===== src/common/cpu_pkg.sv =====
package cpu_pkg;

    // Machine data width
    localparam int XLEN = 32;

    // One data word as held in the register file
    typedef logic [XLEN-1:0] word_t;

    // Instruction address
    typedef logic [XLEN-1:0] pc_t;

    // Raw instruction word, always 32 bits for RV32I
    typedef logic [31:0] instr_t;

    // Register number, x0 to x31
    typedef logic [4:0] reg_idx_t;

endpackage : cpu_pkg


===== src/common/isa_pkg.sv =====
package isa_pkg;

    // Major opcodes of the supported subset
    localparam logic [6:0] OPC_OP     = 7'b0110011;
    localparam logic [6:0] OPC_OP_IMM = 7'b0010011;
    localparam logic [6:0] OPC_LUI    = 7'b0110111;
    localparam logic [6:0] OPC_BRANCH = 7'b1100011;
    localparam logic [6:0] OPC_JAL    = 7'b1101111;

    // funct3 for register and immediate ALU ops
    localparam logic [2:0] F3_ADD = 3'b000;
    localparam logic [2:0] F3_XOR = 3'b100;
    localparam logic [2:0] F3_OR  = 3'b110;
    localparam logic [2:0] F3_AND = 3'b111;

    // funct3 for conditional branches
    localparam logic [2:0] F3_BEQ = 3'b000;
    localparam logic [2:0] F3_BNE = 3'b001;

    // funct7 values that select ADD or SUB
    localparam logic [6:0] F7_BASE = 7'b0000000;
    localparam logic [6:0] F7_SUB  = 7'b0100000;

    // ADDI x0,x0,0
    localparam logic [31:0] INSTR_NOP = 32'h0000_0013;

    // ALU operations
    typedef enum logic [2:0] {
        ALU_ADD,
        ALU_SUB,
        ALU_AND,
        ALU_OR,
        ALU_XOR,
        ALU_PASS_B
    } alu_op_e;

endpackage : isa_pkg


===== src/decode/decode.sv =====
`timescale 1ns/10ps

module decode import cpu_pkg::*; import isa_pkg::*; (
    input  logic     valid_i,
    input  instr_t   instr_i,
    input  pc_t      pc_i,
    output reg_idx_t rs1_idx_o,
    output reg_idx_t rs2_idx_o,
    input  word_t    rs1_data_i,
    input  word_t    rs2_data_i,
    output logic     valid_o,
    output pc_t      pc_o,
    output alu_op_e  alu_op_o,
    output logic     use_imm_o,
    output word_t    imm_o,
    output reg_idx_t rd_o,
    output logic     rd_we_o,
    output logic     is_beq_o,
    output logic     is_bne_o,
    output logic     is_jal_o,
    output word_t    op_a_o,
    output word_t    op_b_o
);

    logic [6:0] opcode;
    logic [2:0] funct3;
    logic [6:0] funct7;
    reg_idx_t   rd_field;
    word_t      imm_i;
    word_t      imm_u;
    word_t      imm_b;
    word_t      imm_j;
    logic       known;

    assign opcode   = instr_i[6:0];
    assign rd_field = instr_i[11:7];
    assign funct3   = instr_i[14:12];
    assign funct7   = instr_i[31:25];

    assign rs1_idx_o = instr_i[19:15];
    assign rs2_idx_o = instr_i[24:20];

    // Sign-extended immediates
    assign imm_i = {{20{instr_i[31]}}, instr_i[31:20]};
    assign imm_u = {instr_i[31:12], 12'b0};
    assign imm_b = {{19{instr_i[31]}}, instr_i[31], instr_i[7], instr_i[30:25],
                    instr_i[11:8], 1'b0};
    assign imm_j = {{11{instr_i[31]}}, instr_i[31], instr_i[19:12], instr_i[20],
                    instr_i[30:21], 1'b0};

    always_comb begin
        known     = 1'b1;
        alu_op_o  = ALU_ADD;
        use_imm_o = 1'b0;
        imm_o     = imm_i;
        rd_we_o   = 1'b0;
        is_beq_o  = 1'b0;
        is_bne_o  = 1'b0;
        is_jal_o  = 1'b0;
        case (opcode)
            OPC_OP: begin
                rd_we_o = 1'b1;
                if (funct7 == F7_SUB && funct3 == F3_ADD) begin
                    alu_op_o = ALU_SUB;
                end else if (funct7 != F7_BASE) begin
                    known = 1'b0;
                end else begin
                    case (funct3)
                        F3_ADD:  alu_op_o = ALU_ADD;
                        F3_XOR:  alu_op_o = ALU_XOR;
                        F3_OR:   alu_op_o = ALU_OR;
                        F3_AND:  alu_op_o = ALU_AND;
                        default: known = 1'b0;
                    endcase
                end
            end
            OPC_OP_IMM: begin
                // Only ADDI from this group
                rd_we_o   = 1'b1;
                use_imm_o = 1'b1;
                known     = (funct3 == F3_ADD);
            end
            OPC_LUI: begin
                rd_we_o   = 1'b1;
                use_imm_o = 1'b1;
                alu_op_o  = ALU_PASS_B;
                imm_o     = imm_u;
            end
            OPC_BRANCH: begin
                imm_o    = imm_b;
                is_beq_o = (funct3 == F3_BEQ);
                is_bne_o = (funct3 == F3_BNE);
                known    = is_beq_o || is_bne_o;
            end
            OPC_JAL: begin
                rd_we_o  = 1'b1;
                is_jal_o = 1'b1;
                imm_o    = imm_j;
            end
            default: known = 1'b0;
        endcase
        // Unknown encodings leave as an invalid no-op
        if (!known) begin
            rd_we_o  = 1'b0;
            is_beq_o = 1'b0;
            is_bne_o = 1'b0;
            is_jal_o = 1'b0;
        end
    end

    assign valid_o = valid_i && known;
    assign pc_o    = pc_i;
    assign rd_o    = rd_we_o ? rd_field : '0;
    assign op_a_o  = rs1_data_i;
    assign op_b_o  = rs2_data_i;

endmodule : decode


===== src/decode/regfile.sv =====
`timescale 1ns/10ps

module regfile import cpu_pkg::*; (
    input  logic     clk,
    input  logic     rst_n,
    input  reg_idx_t rs1_idx_i,
    input  reg_idx_t rs2_idx_i,
    output word_t    rs1_data_o,
    output word_t    rs2_data_o,
    input  logic     we_i,
    input  reg_idx_t wr_idx_i,
    input  word_t    wr_data_i
);

    // x0 has no storage
    word_t regs [1:31];

    always_ff @(posedge clk) begin
        if (!rst_n) begin
            for (int i = 1; i < 32; i++) begin
                regs[i] <= '0;
            end
        end else if (we_i && (wr_idx_i != '0)) begin
            regs[wr_idx_i] <= wr_data_i;
        end
    end

    // Write-through covers the writeback to decode hazard
    function automatic word_t read_port(input reg_idx_t idx);
        if (idx == '0) begin
            return '0;
        end else if (we_i && (wr_idx_i == idx)) begin
            return wr_data_i;
        end
        return regs[idx];
    endfunction

    // Re-evaluated on any write port or storage change as well
    always_comb begin
        rs1_data_o = read_port(rs1_idx_i);
        rs2_data_o = read_port(rs2_idx_i);
    end

endmodule : regfile


===== src/fetch/fetch.sv =====
`timescale 1ns/10ps

module fetch import cpu_pkg::*; #(
    parameter pc_t RESET_PC = '0
) (
    input  logic   clk,
    input  logic   rst_n,
    output logic   imem_req_o,
    output pc_t    imem_addr_o,
    input  logic   imem_ack_i,
    input  instr_t imem_data_i,
    input  logic   redirect_i,
    input  pc_t    redirect_pc_i,
    output logic   instr_valid_o,
    output instr_t instr_o,
    output pc_t    pc_o
);

    typedef enum logic [1:0] {
        ISSUE,
        WAIT,
        DROP
    } fetch_state_e;

    fetch_state_e state_q;
    fetch_state_e state_d;
    pc_t          pc_q;
    pc_t          pc_d;
    logic         run_q;

    always_ff @(posedge clk) begin
        if (!rst_n) begin
            state_q <= ISSUE;
            pc_q    <= RESET_PC;
            run_q   <= 1'b0;
        end else begin
            state_q <= state_d;
            pc_q    <= pc_d;
            run_q   <= 1'b1;
        end
    end

    always_comb begin
        state_d = state_q;
        pc_d    = pc_q;
        case (state_q)
            ISSUE: begin
                // Request already stale if EXE redirects now
                if (imem_req_o) begin
                    state_d = redirect_i ? DROP : WAIT;
                end
            end
            WAIT: begin
                if (imem_ack_i) begin
                    state_d = ISSUE;
                    pc_d    = pc_q + pc_t'(4);
                end else if (redirect_i) begin
                    state_d = DROP;
                end
            end
            DROP: begin
                // Swallow the response to the wrong-path request
                if (imem_ack_i) begin
                    state_d = ISSUE;
                end
            end
            default: state_d = ISSUE;
        endcase
        if (redirect_i) begin
            pc_d = redirect_pc_i;
        end
    end

    // No request until the first cycle out of reset
    assign imem_req_o  = run_q && (state_q == ISSUE);
    assign imem_addr_o = pc_q;

    assign instr_valid_o = (state_q == WAIT) && imem_ack_i;
    assign instr_o       = imem_data_i;
    assign pc_o          = pc_q;

endmodule : fetch


===== src/execute.sv =====
`timescale 1ns/10ps

module execute import cpu_pkg::*; import isa_pkg::*; (
    input  logic     valid_i,
    input  pc_t      pc_i,
    input  alu_op_e  alu_op_i,
    input  logic     use_imm_i,
    input  word_t    imm_i,
    input  word_t    op_a_i,
    input  word_t    op_b_i,
    input  reg_idx_t rd_i,
    input  logic     rd_we_i,
    input  logic     is_beq_i,
    input  logic     is_bne_i,
    input  logic     is_jal_i,
    input  logic     fwd_rs1_i,
    input  logic     fwd_rs2_i,
    input  word_t    wrb_data_i,
    output word_t    result_o,
    output logic     redirect_o,
    output pc_t      redirect_pc_o
);

    word_t rs1_val;
    word_t rs2_val;
    word_t alu_b;
    word_t alu_res;
    logic  operands_eq;
    logic  taken;

    // Operands captured in decode may be one instruction stale
    assign rs1_val = fwd_rs1_i ? wrb_data_i : op_a_i;
    assign rs2_val = fwd_rs2_i ? wrb_data_i : op_b_i;
    assign alu_b   = use_imm_i ? imm_i : rs2_val;

    always_comb begin
        case (alu_op_i)
            ALU_ADD:    alu_res = rs1_val + alu_b;
            ALU_SUB:    alu_res = rs1_val - alu_b;
            ALU_AND:    alu_res = rs1_val & alu_b;
            ALU_OR:     alu_res = rs1_val | alu_b;
            ALU_XOR:    alu_res = rs1_val ^ alu_b;
            ALU_PASS_B: alu_res = alu_b;
            default:    alu_res = '0;
        endcase
    end

    // Branch compare
    assign operands_eq = (rs1_val == rs2_val);
    assign taken = (is_beq_i && operands_eq) || (is_bne_i && !operands_eq) || is_jal_i;

    assign redirect_o    = valid_i && taken;
    assign redirect_pc_o = pc_i + imm_i;

    // Link address for JAL, zero when nothing is written
    always_comb begin
        if (!rd_we_i || rd_i == '0) begin
            result_o = '0;
        end else if (is_jal_i) begin
            result_o = pc_i + pc_t'(4);
        end else begin
            result_o = alu_res;
        end
    end

endmodule : execute


===== src/forward_flush.sv =====
`timescale 1ns/10ps

module forward_flush import cpu_pkg::*; (
    input  reg_idx_t exe_rs1_i,
    input  reg_idx_t exe_rs2_i,
    input  reg_idx_t wrb_rd_i,
    input  logic     wrb_we_i,
    input  logic     wrb_valid_i,
    input  logic     fetch_valid_i,
    input  logic     redirect_i,
    output logic     fwd_rs1_o,
    output logic     fwd_rs2_o,
    output logic     flush_if2id_o,
    output logic     flush_id2exe_o
);

    logic wrb_writes;

    // x0 is never forwarded
    assign wrb_writes = wrb_valid_i && wrb_we_i && (wrb_rd_i != '0);

    assign fwd_rs1_o = wrb_writes && (wrb_rd_i == exe_rs1_i);
    assign fwd_rs2_o = wrb_writes && (wrb_rd_i == exe_rs2_i);

    // Taken branch kills the two younger stages;
    // an empty fetch cycle puts a bubble into decode
    assign flush_if2id_o  = redirect_i || !fetch_valid_i;
    assign flush_id2exe_o = redirect_i;

endmodule : forward_flush


===== src/pipeline_top.sv =====
`timescale 1ns/10ps

module pipeline_top import cpu_pkg::*; import isa_pkg::*; #(
    parameter pc_t RESET_PC = '0
) (
    input  logic     clk,
    input  logic     rst_n,
    output logic     imem_req_o,
    output pc_t      imem_addr_o,
    input  logic     imem_ack_i,
    input  instr_t   imem_data_i,
    output logic     commit_valid_o,
    output pc_t      commit_pc_o,
    output reg_idx_t commit_rd_o,
    output word_t    commit_data_o
);

    localparam int IF2ID_W   = 2 * XLEN + 1;
    localparam int ID2EXE_W  = 4 * XLEN + $bits(alu_op_e) + 3 * $bits(reg_idx_t) + 6;
    localparam int EXE2WRB_W = 2 * XLEN + $bits(reg_idx_t) + 2;

    logic     f_valid;
    instr_t   f_instr;
    pc_t      f_pc;
    logic     flush_if2id;
    logic     flush_id2exe;

    logic     id_valid;
    pc_t      id_pc;
    instr_t   id_instr;
    reg_idx_t d_rs1_idx;
    reg_idx_t d_rs2_idx;
    word_t    rs1_data;
    word_t    rs2_data;
    logic     d_valid;
    pc_t      d_pc;
    alu_op_e  d_alu_op;
    logic     d_use_imm;
    word_t    d_imm;
    reg_idx_t d_rd;
    logic     d_rd_we;
    logic     d_is_beq;
    logic     d_is_bne;
    logic     d_is_jal;
    word_t    d_op_a;
    word_t    d_op_b;

    logic     ex_valid;
    pc_t      ex_pc;
    logic [$bits(alu_op_e)-1:0] ex_alu_op_bits;
    logic     ex_use_imm;
    word_t    ex_imm;
    reg_idx_t ex_rd;
    logic     ex_rd_we;
    logic     ex_is_beq;
    logic     ex_is_bne;
    logic     ex_is_jal;
    word_t    ex_op_a;
    word_t    ex_op_b;
    reg_idx_t ex_rs1_idx;
    reg_idx_t ex_rs2_idx;
    word_t    ex_result;
    logic     redirect;
    pc_t      redirect_pc;
    logic     fwd_rs1;
    logic     fwd_rs2;

    logic     wb_valid;
    pc_t      wb_pc;
    reg_idx_t wb_rd;
    logic     wb_rd_we;
    word_t    wb_data;

    fetch #(
        .RESET_PC (RESET_PC)
    ) u_fetch (
        .clk           (clk),
        .rst_n         (rst_n),
        .imem_req_o    (imem_req_o),
        .imem_addr_o   (imem_addr_o),
        .imem_ack_i    (imem_ack_i),
        .imem_data_i   (imem_data_i),
        .redirect_i    (redirect),
        .redirect_pc_i (redirect_pc),
        .instr_valid_o (f_valid),
        .instr_o       (f_instr),
        .pc_o          (f_pc)
    );

    // Fetch to decode, bubble is an invalid NOP
    stage_reg #(
        .WIDTH   (IF2ID_W),
        .RST_VAL ({1'b0, {XLEN{1'b0}}, INSTR_NOP})
    ) if2id_reg (
        .clk     (clk),
        .rst_n   (rst_n),
        .flush_i (flush_if2id),
        .d_i     ({f_valid, f_pc, f_instr}),
        .q_o     ({id_valid, id_pc, id_instr})
    );

    decode u_decode (
        .valid_i    (id_valid),
        .instr_i    (id_instr),
        .pc_i       (id_pc),
        .rs1_idx_o  (d_rs1_idx),
        .rs2_idx_o  (d_rs2_idx),
        .rs1_data_i (rs1_data),
        .rs2_data_i (rs2_data),
        .valid_o    (d_valid),
        .pc_o       (d_pc),
        .alu_op_o   (d_alu_op),
        .use_imm_o  (d_use_imm),
        .imm_o      (d_imm),
        .rd_o       (d_rd),
        .rd_we_o    (d_rd_we),
        .is_beq_o   (d_is_beq),
        .is_bne_o   (d_is_bne),
        .is_jal_o   (d_is_jal),
        .op_a_o     (d_op_a),
        .op_b_o     (d_op_b)
    );

    regfile u_regfile (
        .clk        (clk),
        .rst_n      (rst_n),
        .rs1_idx_i  (d_rs1_idx),
        .rs2_idx_i  (d_rs2_idx),
        .rs1_data_o (rs1_data),
        .rs2_data_o (rs2_data),
        .we_i       (wb_valid && wb_rd_we),
        .wr_idx_i   (wb_rd),
        .wr_data_i  (wb_data)
    );

    stage_reg #(
        .WIDTH   (ID2EXE_W),
        .RST_VAL ('0)
    ) id2exe_reg (
        .clk     (clk),
        .rst_n   (rst_n),
        .flush_i (flush_id2exe),
        .d_i     ({d_valid, d_pc, d_alu_op, d_use_imm, d_imm, d_rd, d_rd_we,
                   d_is_beq, d_is_bne, d_is_jal, d_op_a, d_op_b, d_rs1_idx, d_rs2_idx}),
        .q_o     ({ex_valid, ex_pc, ex_alu_op_bits, ex_use_imm, ex_imm, ex_rd, ex_rd_we,
                   ex_is_beq, ex_is_bne, ex_is_jal, ex_op_a, ex_op_b, ex_rs1_idx,
                   ex_rs2_idx})
    );

    execute u_execute (
        .valid_i       (ex_valid),
        .pc_i          (ex_pc),
        .alu_op_i      (alu_op_e'(ex_alu_op_bits)),
        .use_imm_i     (ex_use_imm),
        .imm_i         (ex_imm),
        .op_a_i        (ex_op_a),
        .op_b_i        (ex_op_b),
        .rd_i          (ex_rd),
        .rd_we_i       (ex_rd_we),
        .is_beq_i      (ex_is_beq),
        .is_bne_i      (ex_is_bne),
        .is_jal_i      (ex_is_jal),
        .fwd_rs1_i     (fwd_rs1),
        .fwd_rs2_i     (fwd_rs2),
        .wrb_data_i    (wb_data),
        .result_o      (ex_result),
        .redirect_o    (redirect),
        .redirect_pc_o (redirect_pc)
    );

    forward_flush u_forward_flush (
        .exe_rs1_i      (ex_rs1_idx),
        .exe_rs2_i      (ex_rs2_idx),
        .wrb_rd_i       (wb_rd),
        .wrb_we_i       (wb_rd_we),
        .wrb_valid_i    (wb_valid),
        .fetch_valid_i  (f_valid),
        .redirect_i     (redirect),
        .fwd_rs1_o      (fwd_rs1),
        .fwd_rs2_o      (fwd_rs2),
        .flush_if2id_o  (flush_if2id),
        .flush_id2exe_o (flush_id2exe)
    );

    // Writeback boundary, never flushed
    stage_reg #(
        .WIDTH   (EXE2WRB_W),
        .RST_VAL ('0)
    ) exe2wrb_reg (
        .clk     (clk),
        .rst_n   (rst_n),
        .flush_i (1'b0),
        .d_i     ({ex_valid, ex_pc, ex_rd, ex_rd_we, ex_result}),
        .q_o     ({wb_valid, wb_pc, wb_rd, wb_rd_we, wb_data})
    );

    assign commit_valid_o = wb_valid;
    assign commit_pc_o    = wb_pc;
    assign commit_rd_o    = wb_rd;
    assign commit_data_o  = wb_data;

endmodule : pipeline_top


===== src/stage_reg.sv =====
`timescale 1ns/10ps

module stage_reg #(
    parameter int               WIDTH   = 1,
    parameter logic [WIDTH-1:0] RST_VAL = '0
) (
    input  logic             clk,
    input  logic             rst_n,
    input  logic             flush_i,
    input  logic [WIDTH-1:0] d_i,
    output logic [WIDTH-1:0] q_o
);

    // A flush turns the boundary into a bubble, same as reset
    always_ff @(posedge clk) begin
        if (!rst_n || flush_i) begin
            q_o <= RST_VAL;
        end else begin
            q_o <= d_i;
        end
    end

endmodule : stage_reg


===== config.mk =====
export PLATFORM = sky130hd
export DESIGN_NAME = pipeline_top
export DESIGN_NICKNAME = d
export VERILOG_FILES = /design/src/common/cpu_pkg.sv /design/src/common/isa_pkg.sv /design/src/decode/decode.sv /design/src/decode/regfile.sv /design/src/fetch/fetch.sv /design/src/execute.sv /design/src/forward_flush.sv /design/src/pipeline_top.sv /design/src/stage_reg.sv
export SDC_FILE = /design/constraint.sdc
export NUM_CORES = 2
export LEC_CHECK = 0
export BUFFER_PORTS_ARGS = -buffer_cell sky130_fd_sc_hd__buf_4
export CORE_UTILIZATION = 35
export DETAILED_ROUTE_END_ITERATION = 6
export GPL_ROUTABILITY_DRIVEN = 0
export PLACE_DENSITY_LB_ADDON = 0.3
export SETUP_SLACK_MARGIN = 0.3
export SYNTH_ARGS = -nofsm -noshare
export SYNTH_HDL_FRONTEND = slang
export SYNTH_SLANG_ARGS = --single-unit

===== constraint.sdc =====
create_clock -name clk -period 5 [get_ports clk]
set_input_delay 0.5 -clock clk [delete_from_list [all_inputs] [get_ports clk]]
set_output_delay 0.5 -clock clk [all_outputs]
set_load 0.02 [all_outputs]

==> run metrics <==
Worst R2R Start exe2wrb_reg.q_o[36]; crit path time final roughly 4.8 ns; Yosys reg bits approximately 1,300; final max-slew violation count 0; die width between 400 and 500 µm; placed standard-cell area 78,700 µm²; endpoints failing setup 0; share of post-route cells with drive strength above 1 between 20% and 30%; H-tree Lvls 4; crit path max fanout 4; Top Ports 138; startpoint types register; total number of vias 52,200; Clock transition at path regs about 0.06 ns; count of final hold-check violations 0; Distinct cells, synth 76; Post-synth top flop edfxtp_1; DRT antenna net count 0; post-synth design cell area between 70,000 and 80,000 µm²; r2r endpoint exe2wrb_reg.q_o[22]; TNS Setup 0 ns; Final Skew roughly 0.030 ns; fin nets roughly 6,000; FF-to-FF path depth 21; asr flop ratio synth 0%; CTS sink cnt around 1,300; crit path kind register to register; fmax around 210 MHz; Rows between 150 and 200; worst relative slew slack between 15 and 20%; WHS Path Cells 4; core area 207,000 µm²; Pwr Total between 0.02 and 0.03 W; synthesized area per cell roughly 13 µm²; global-route wire length before repair 362,000 µm; initial antenna violation count 3; Post-synth EDFFs about 1,000; fin crit share 95.5%; CP Cell Sequence or3_4 > buf_6 > o311ai_4 > buf_6 > o21ai_4 > a221oi_2 > a31oi_1 > buf_4 > a211o_1 > o21ai_1 > xnor2_1 > ha_1 > a2111o_1 > nor2_1 > o211ai_1 > a31oi_2 > o21bai_1 > a21oi_2 > xor2_1 > o211ai_1 > a31o_2; Tot GR Track Use around a quarter; Bufs and invs on worst path 3; Worst path max stage delay 0.41 ns; CTS tree built; commonest non-fill, non-tap cell in the layout edfxtp_1; First-pass DRT Iterations 7; RSZ-0062 raised after global routing true; outcome completed; crit path capture type register; Hold Path Class input port to register; hold path endpoint u_fetch.imem_addr_o[3]; HPWL Detailed 158,000 µm; Starting DRT DRC Count approximately 6,000; Post-Route WL between 200,000 and 250,000 µm; TritonCTS buffer count about 150; Arr. time, crit path about 5.5 ns; GRT Residual Overflow 0; synthesis-to-layout area growth 15.8%; CTS max path bufs 3; Buffers on Ports between 100 and 150; post-route cell area 84,500 µm²; total die area 210,000 µm²; CP required 5.70 ns; initial core utilization roughly a third; Cell Pwr Density between 300 and 400 nW/µm²; pin count of the biggest net entering global routing slightly above 100; Avg WL per Cell 28.8 µm; static leakage around 28 nW; CTS Root Cell clkbuf_16; worst hold start rst_n; synthesized instance count 5,658; register area share after synthesis approximately 50%; Via density about 6.0; YS warnings 0; reg2reg setup slack 0.23 ns; slowest CP cell a2111o_1; maxcap violations 0; Clock Latency Late Sink 0.82 ns; Peak VDD IR between 0.2 and 0.3 mV; Worst Tran Pin Value about 1.3 ns; highest-count cells in the layout ignoring fill and taps 1,024 x edfxtp_1, 869 x nor3_1, 640 x mux4_2; Largest delay share family, worst path compound AO/OA/AOI/OAI gates; vias in the first global route slightly above 50,000; post-route DRC violation count 0; Fin Hold WS between 0.3 and 0.4 ns; die height 459 µm
flip-flops by register name, indices dropped and copies added (netlist names):
signal               flops
exe2wrb_reg.q_o         71
if2id_reg.q_o           65
u_regfile.regs        1024
u_fetch.state_q          2
u_fetch.run_q            1
u_fetch.imem_addr_o     32
id2exe_reg.q_o         152
how the worst max path moves through the flow:
stage | slack [ns] | endpoint | cells past startpoint | startpoint
detailed placement | 0.03 | exe2wrb_reg.q_o[22] | 20 | exe2wrb_reg.q_o[37]
floorplan | 0.22 | exe2wrb_reg.q_o[30] | 24 | exe2wrb_reg.q_o[36]
global route | 0.02 | exe2wrb_reg.q_o[28] | 23 | exe2wrb_reg.q_o[36]
finish | 0.23 | exe2wrb_reg.q_o[22] | 21 | exe2wrb_reg.q_o[36]
CTS | 0.27 | exe2wrb_reg.q_o[23] | 20 | exe2wrb_reg.q_o[37]
global placement | 0.09 | exe2wrb_reg.q_o[28] | 22 | exe2wrb_reg.q_o[37]
worst register-to-register path, cell delays in order (launching register included):
cell	delay, ns
dfxtp_2	0.34
or3_4	0.40
buf_6	0.14
o311ai_4	0.21
buf_6	0.18
o21ai_4	0.07
a221oi_2	0.29
a31oi_1	0.10
buf_4	0.22
a211o_1	0.28
o21ai_1	0.19
xnor2_1	0.15
ha_1	0.29
a2111o_1	0.41
nor2_1	0.12
o211ai_1	0.20
a31oi_2	0.30
o21bai_1	0.11
a21oi_2	0.17
xor2_1	0.17
o211ai_1	0.10
a31o_2	0.25
power by group:
part	internal, W	leakage [nW]	switching (W)
Clock	0.00631	2.36	0.00479
Combinational	0.000969	13.0	0.00122
Sequential	0.0123	13.0	0.000229
Total	0.0196	28.4	0.00623
routing by layer:
| layer | global-route usage [%] | routed length [µm] |
|---|---|---|
| met1 | 30.8 | 97700 |
| met2 | 38.4 | 121000 |
| met3 | 4.38 | 22300 |
| met4 | 7.91 | 8680 |
| met5 | 0 | 13 |
layout make-up:
type                    instances  area, µm²
repair buffers                499       4550
diodes                          1       2.50
inverters                     143        537
multi-input cells            3610      33800
well taps                    2788       3490
clock inverters                75        846
clock buffers                 191       3990
flip-flops and latches       1347      37300
fillers                     19100     123000
cells by family after synthesis:
| family | share of synthesized area [%] |
|---|---|
| xor+xnor | 2.33 |
| mux | 21.5 |
| compound gates | 6.49 |
| other cells | 0.00514 |
| flops | 51.0 |
| fa+ha+maj | 2.23 |
| buf+inv | 3.85 |
| simple gates | 12.6 |
cells in the mapped netlist, types with 9 or more instances:
master    number  area [µm²]
and2_1       269        1680
a21oi_1      153         766
nand3_1       50         250
a31oi_1       14        87.6
clkinv_1      24        90.1
and3_1        70         438
a211oi_2      60         751
xor2_1        79         692
nor4_1        13        81.3
a221o_1       28         280
a22oi_1       17         128
nand2_1      161         604
inv_1        119         447
nand2b_1      16         100
o21ai_0      132         661
o21bai_1       9        67.6
or3_1         12        75.1
nand3b_1       9        67.6
o211ai_1      19         143
buf_2         28         140
o31ai_1        9        67.6
clkbuf_1     469        1760
o221ai_1      28         245
o21a_1        23         173
nand4_1       19         119
nor2_1       299        1120
nor3_1       873        4370
xnor2_1      115        1010
dfxtp_1      323        6470
buf_1         87         327
mux2i_1      120        1200
edfxtp_1    1024       30700
ha_1         127        1590
mux4_2       640       14400
a211oi_1      67         503
nor2b_1       12        75.1
a21o_1        20         150
o22ai_1       22         138
per-stage QoR:
step	worst slack [ns]	instances	util, %
floorplan	0.216	5689	-
global placement	0.0902	8329	38.0
detailed placement	0.0301	8329	38.0
CTS	0.266	8640	40.6
global route	0.0210	8654	40.8
finish	0.225	8654	40.8
repair_timing:
item / in CTS / in global routing
hold buffers: 33 / 0
gates cloned: 1 / 1
pin swaps: 17 / 44
setup endpoints to repair: 120 / 156
gates resized for setup: 18 / 69
endpoints found under the hold margin: 34 / 0
setup buffers: 11 / 12
(Power assumes the default switching activity.)
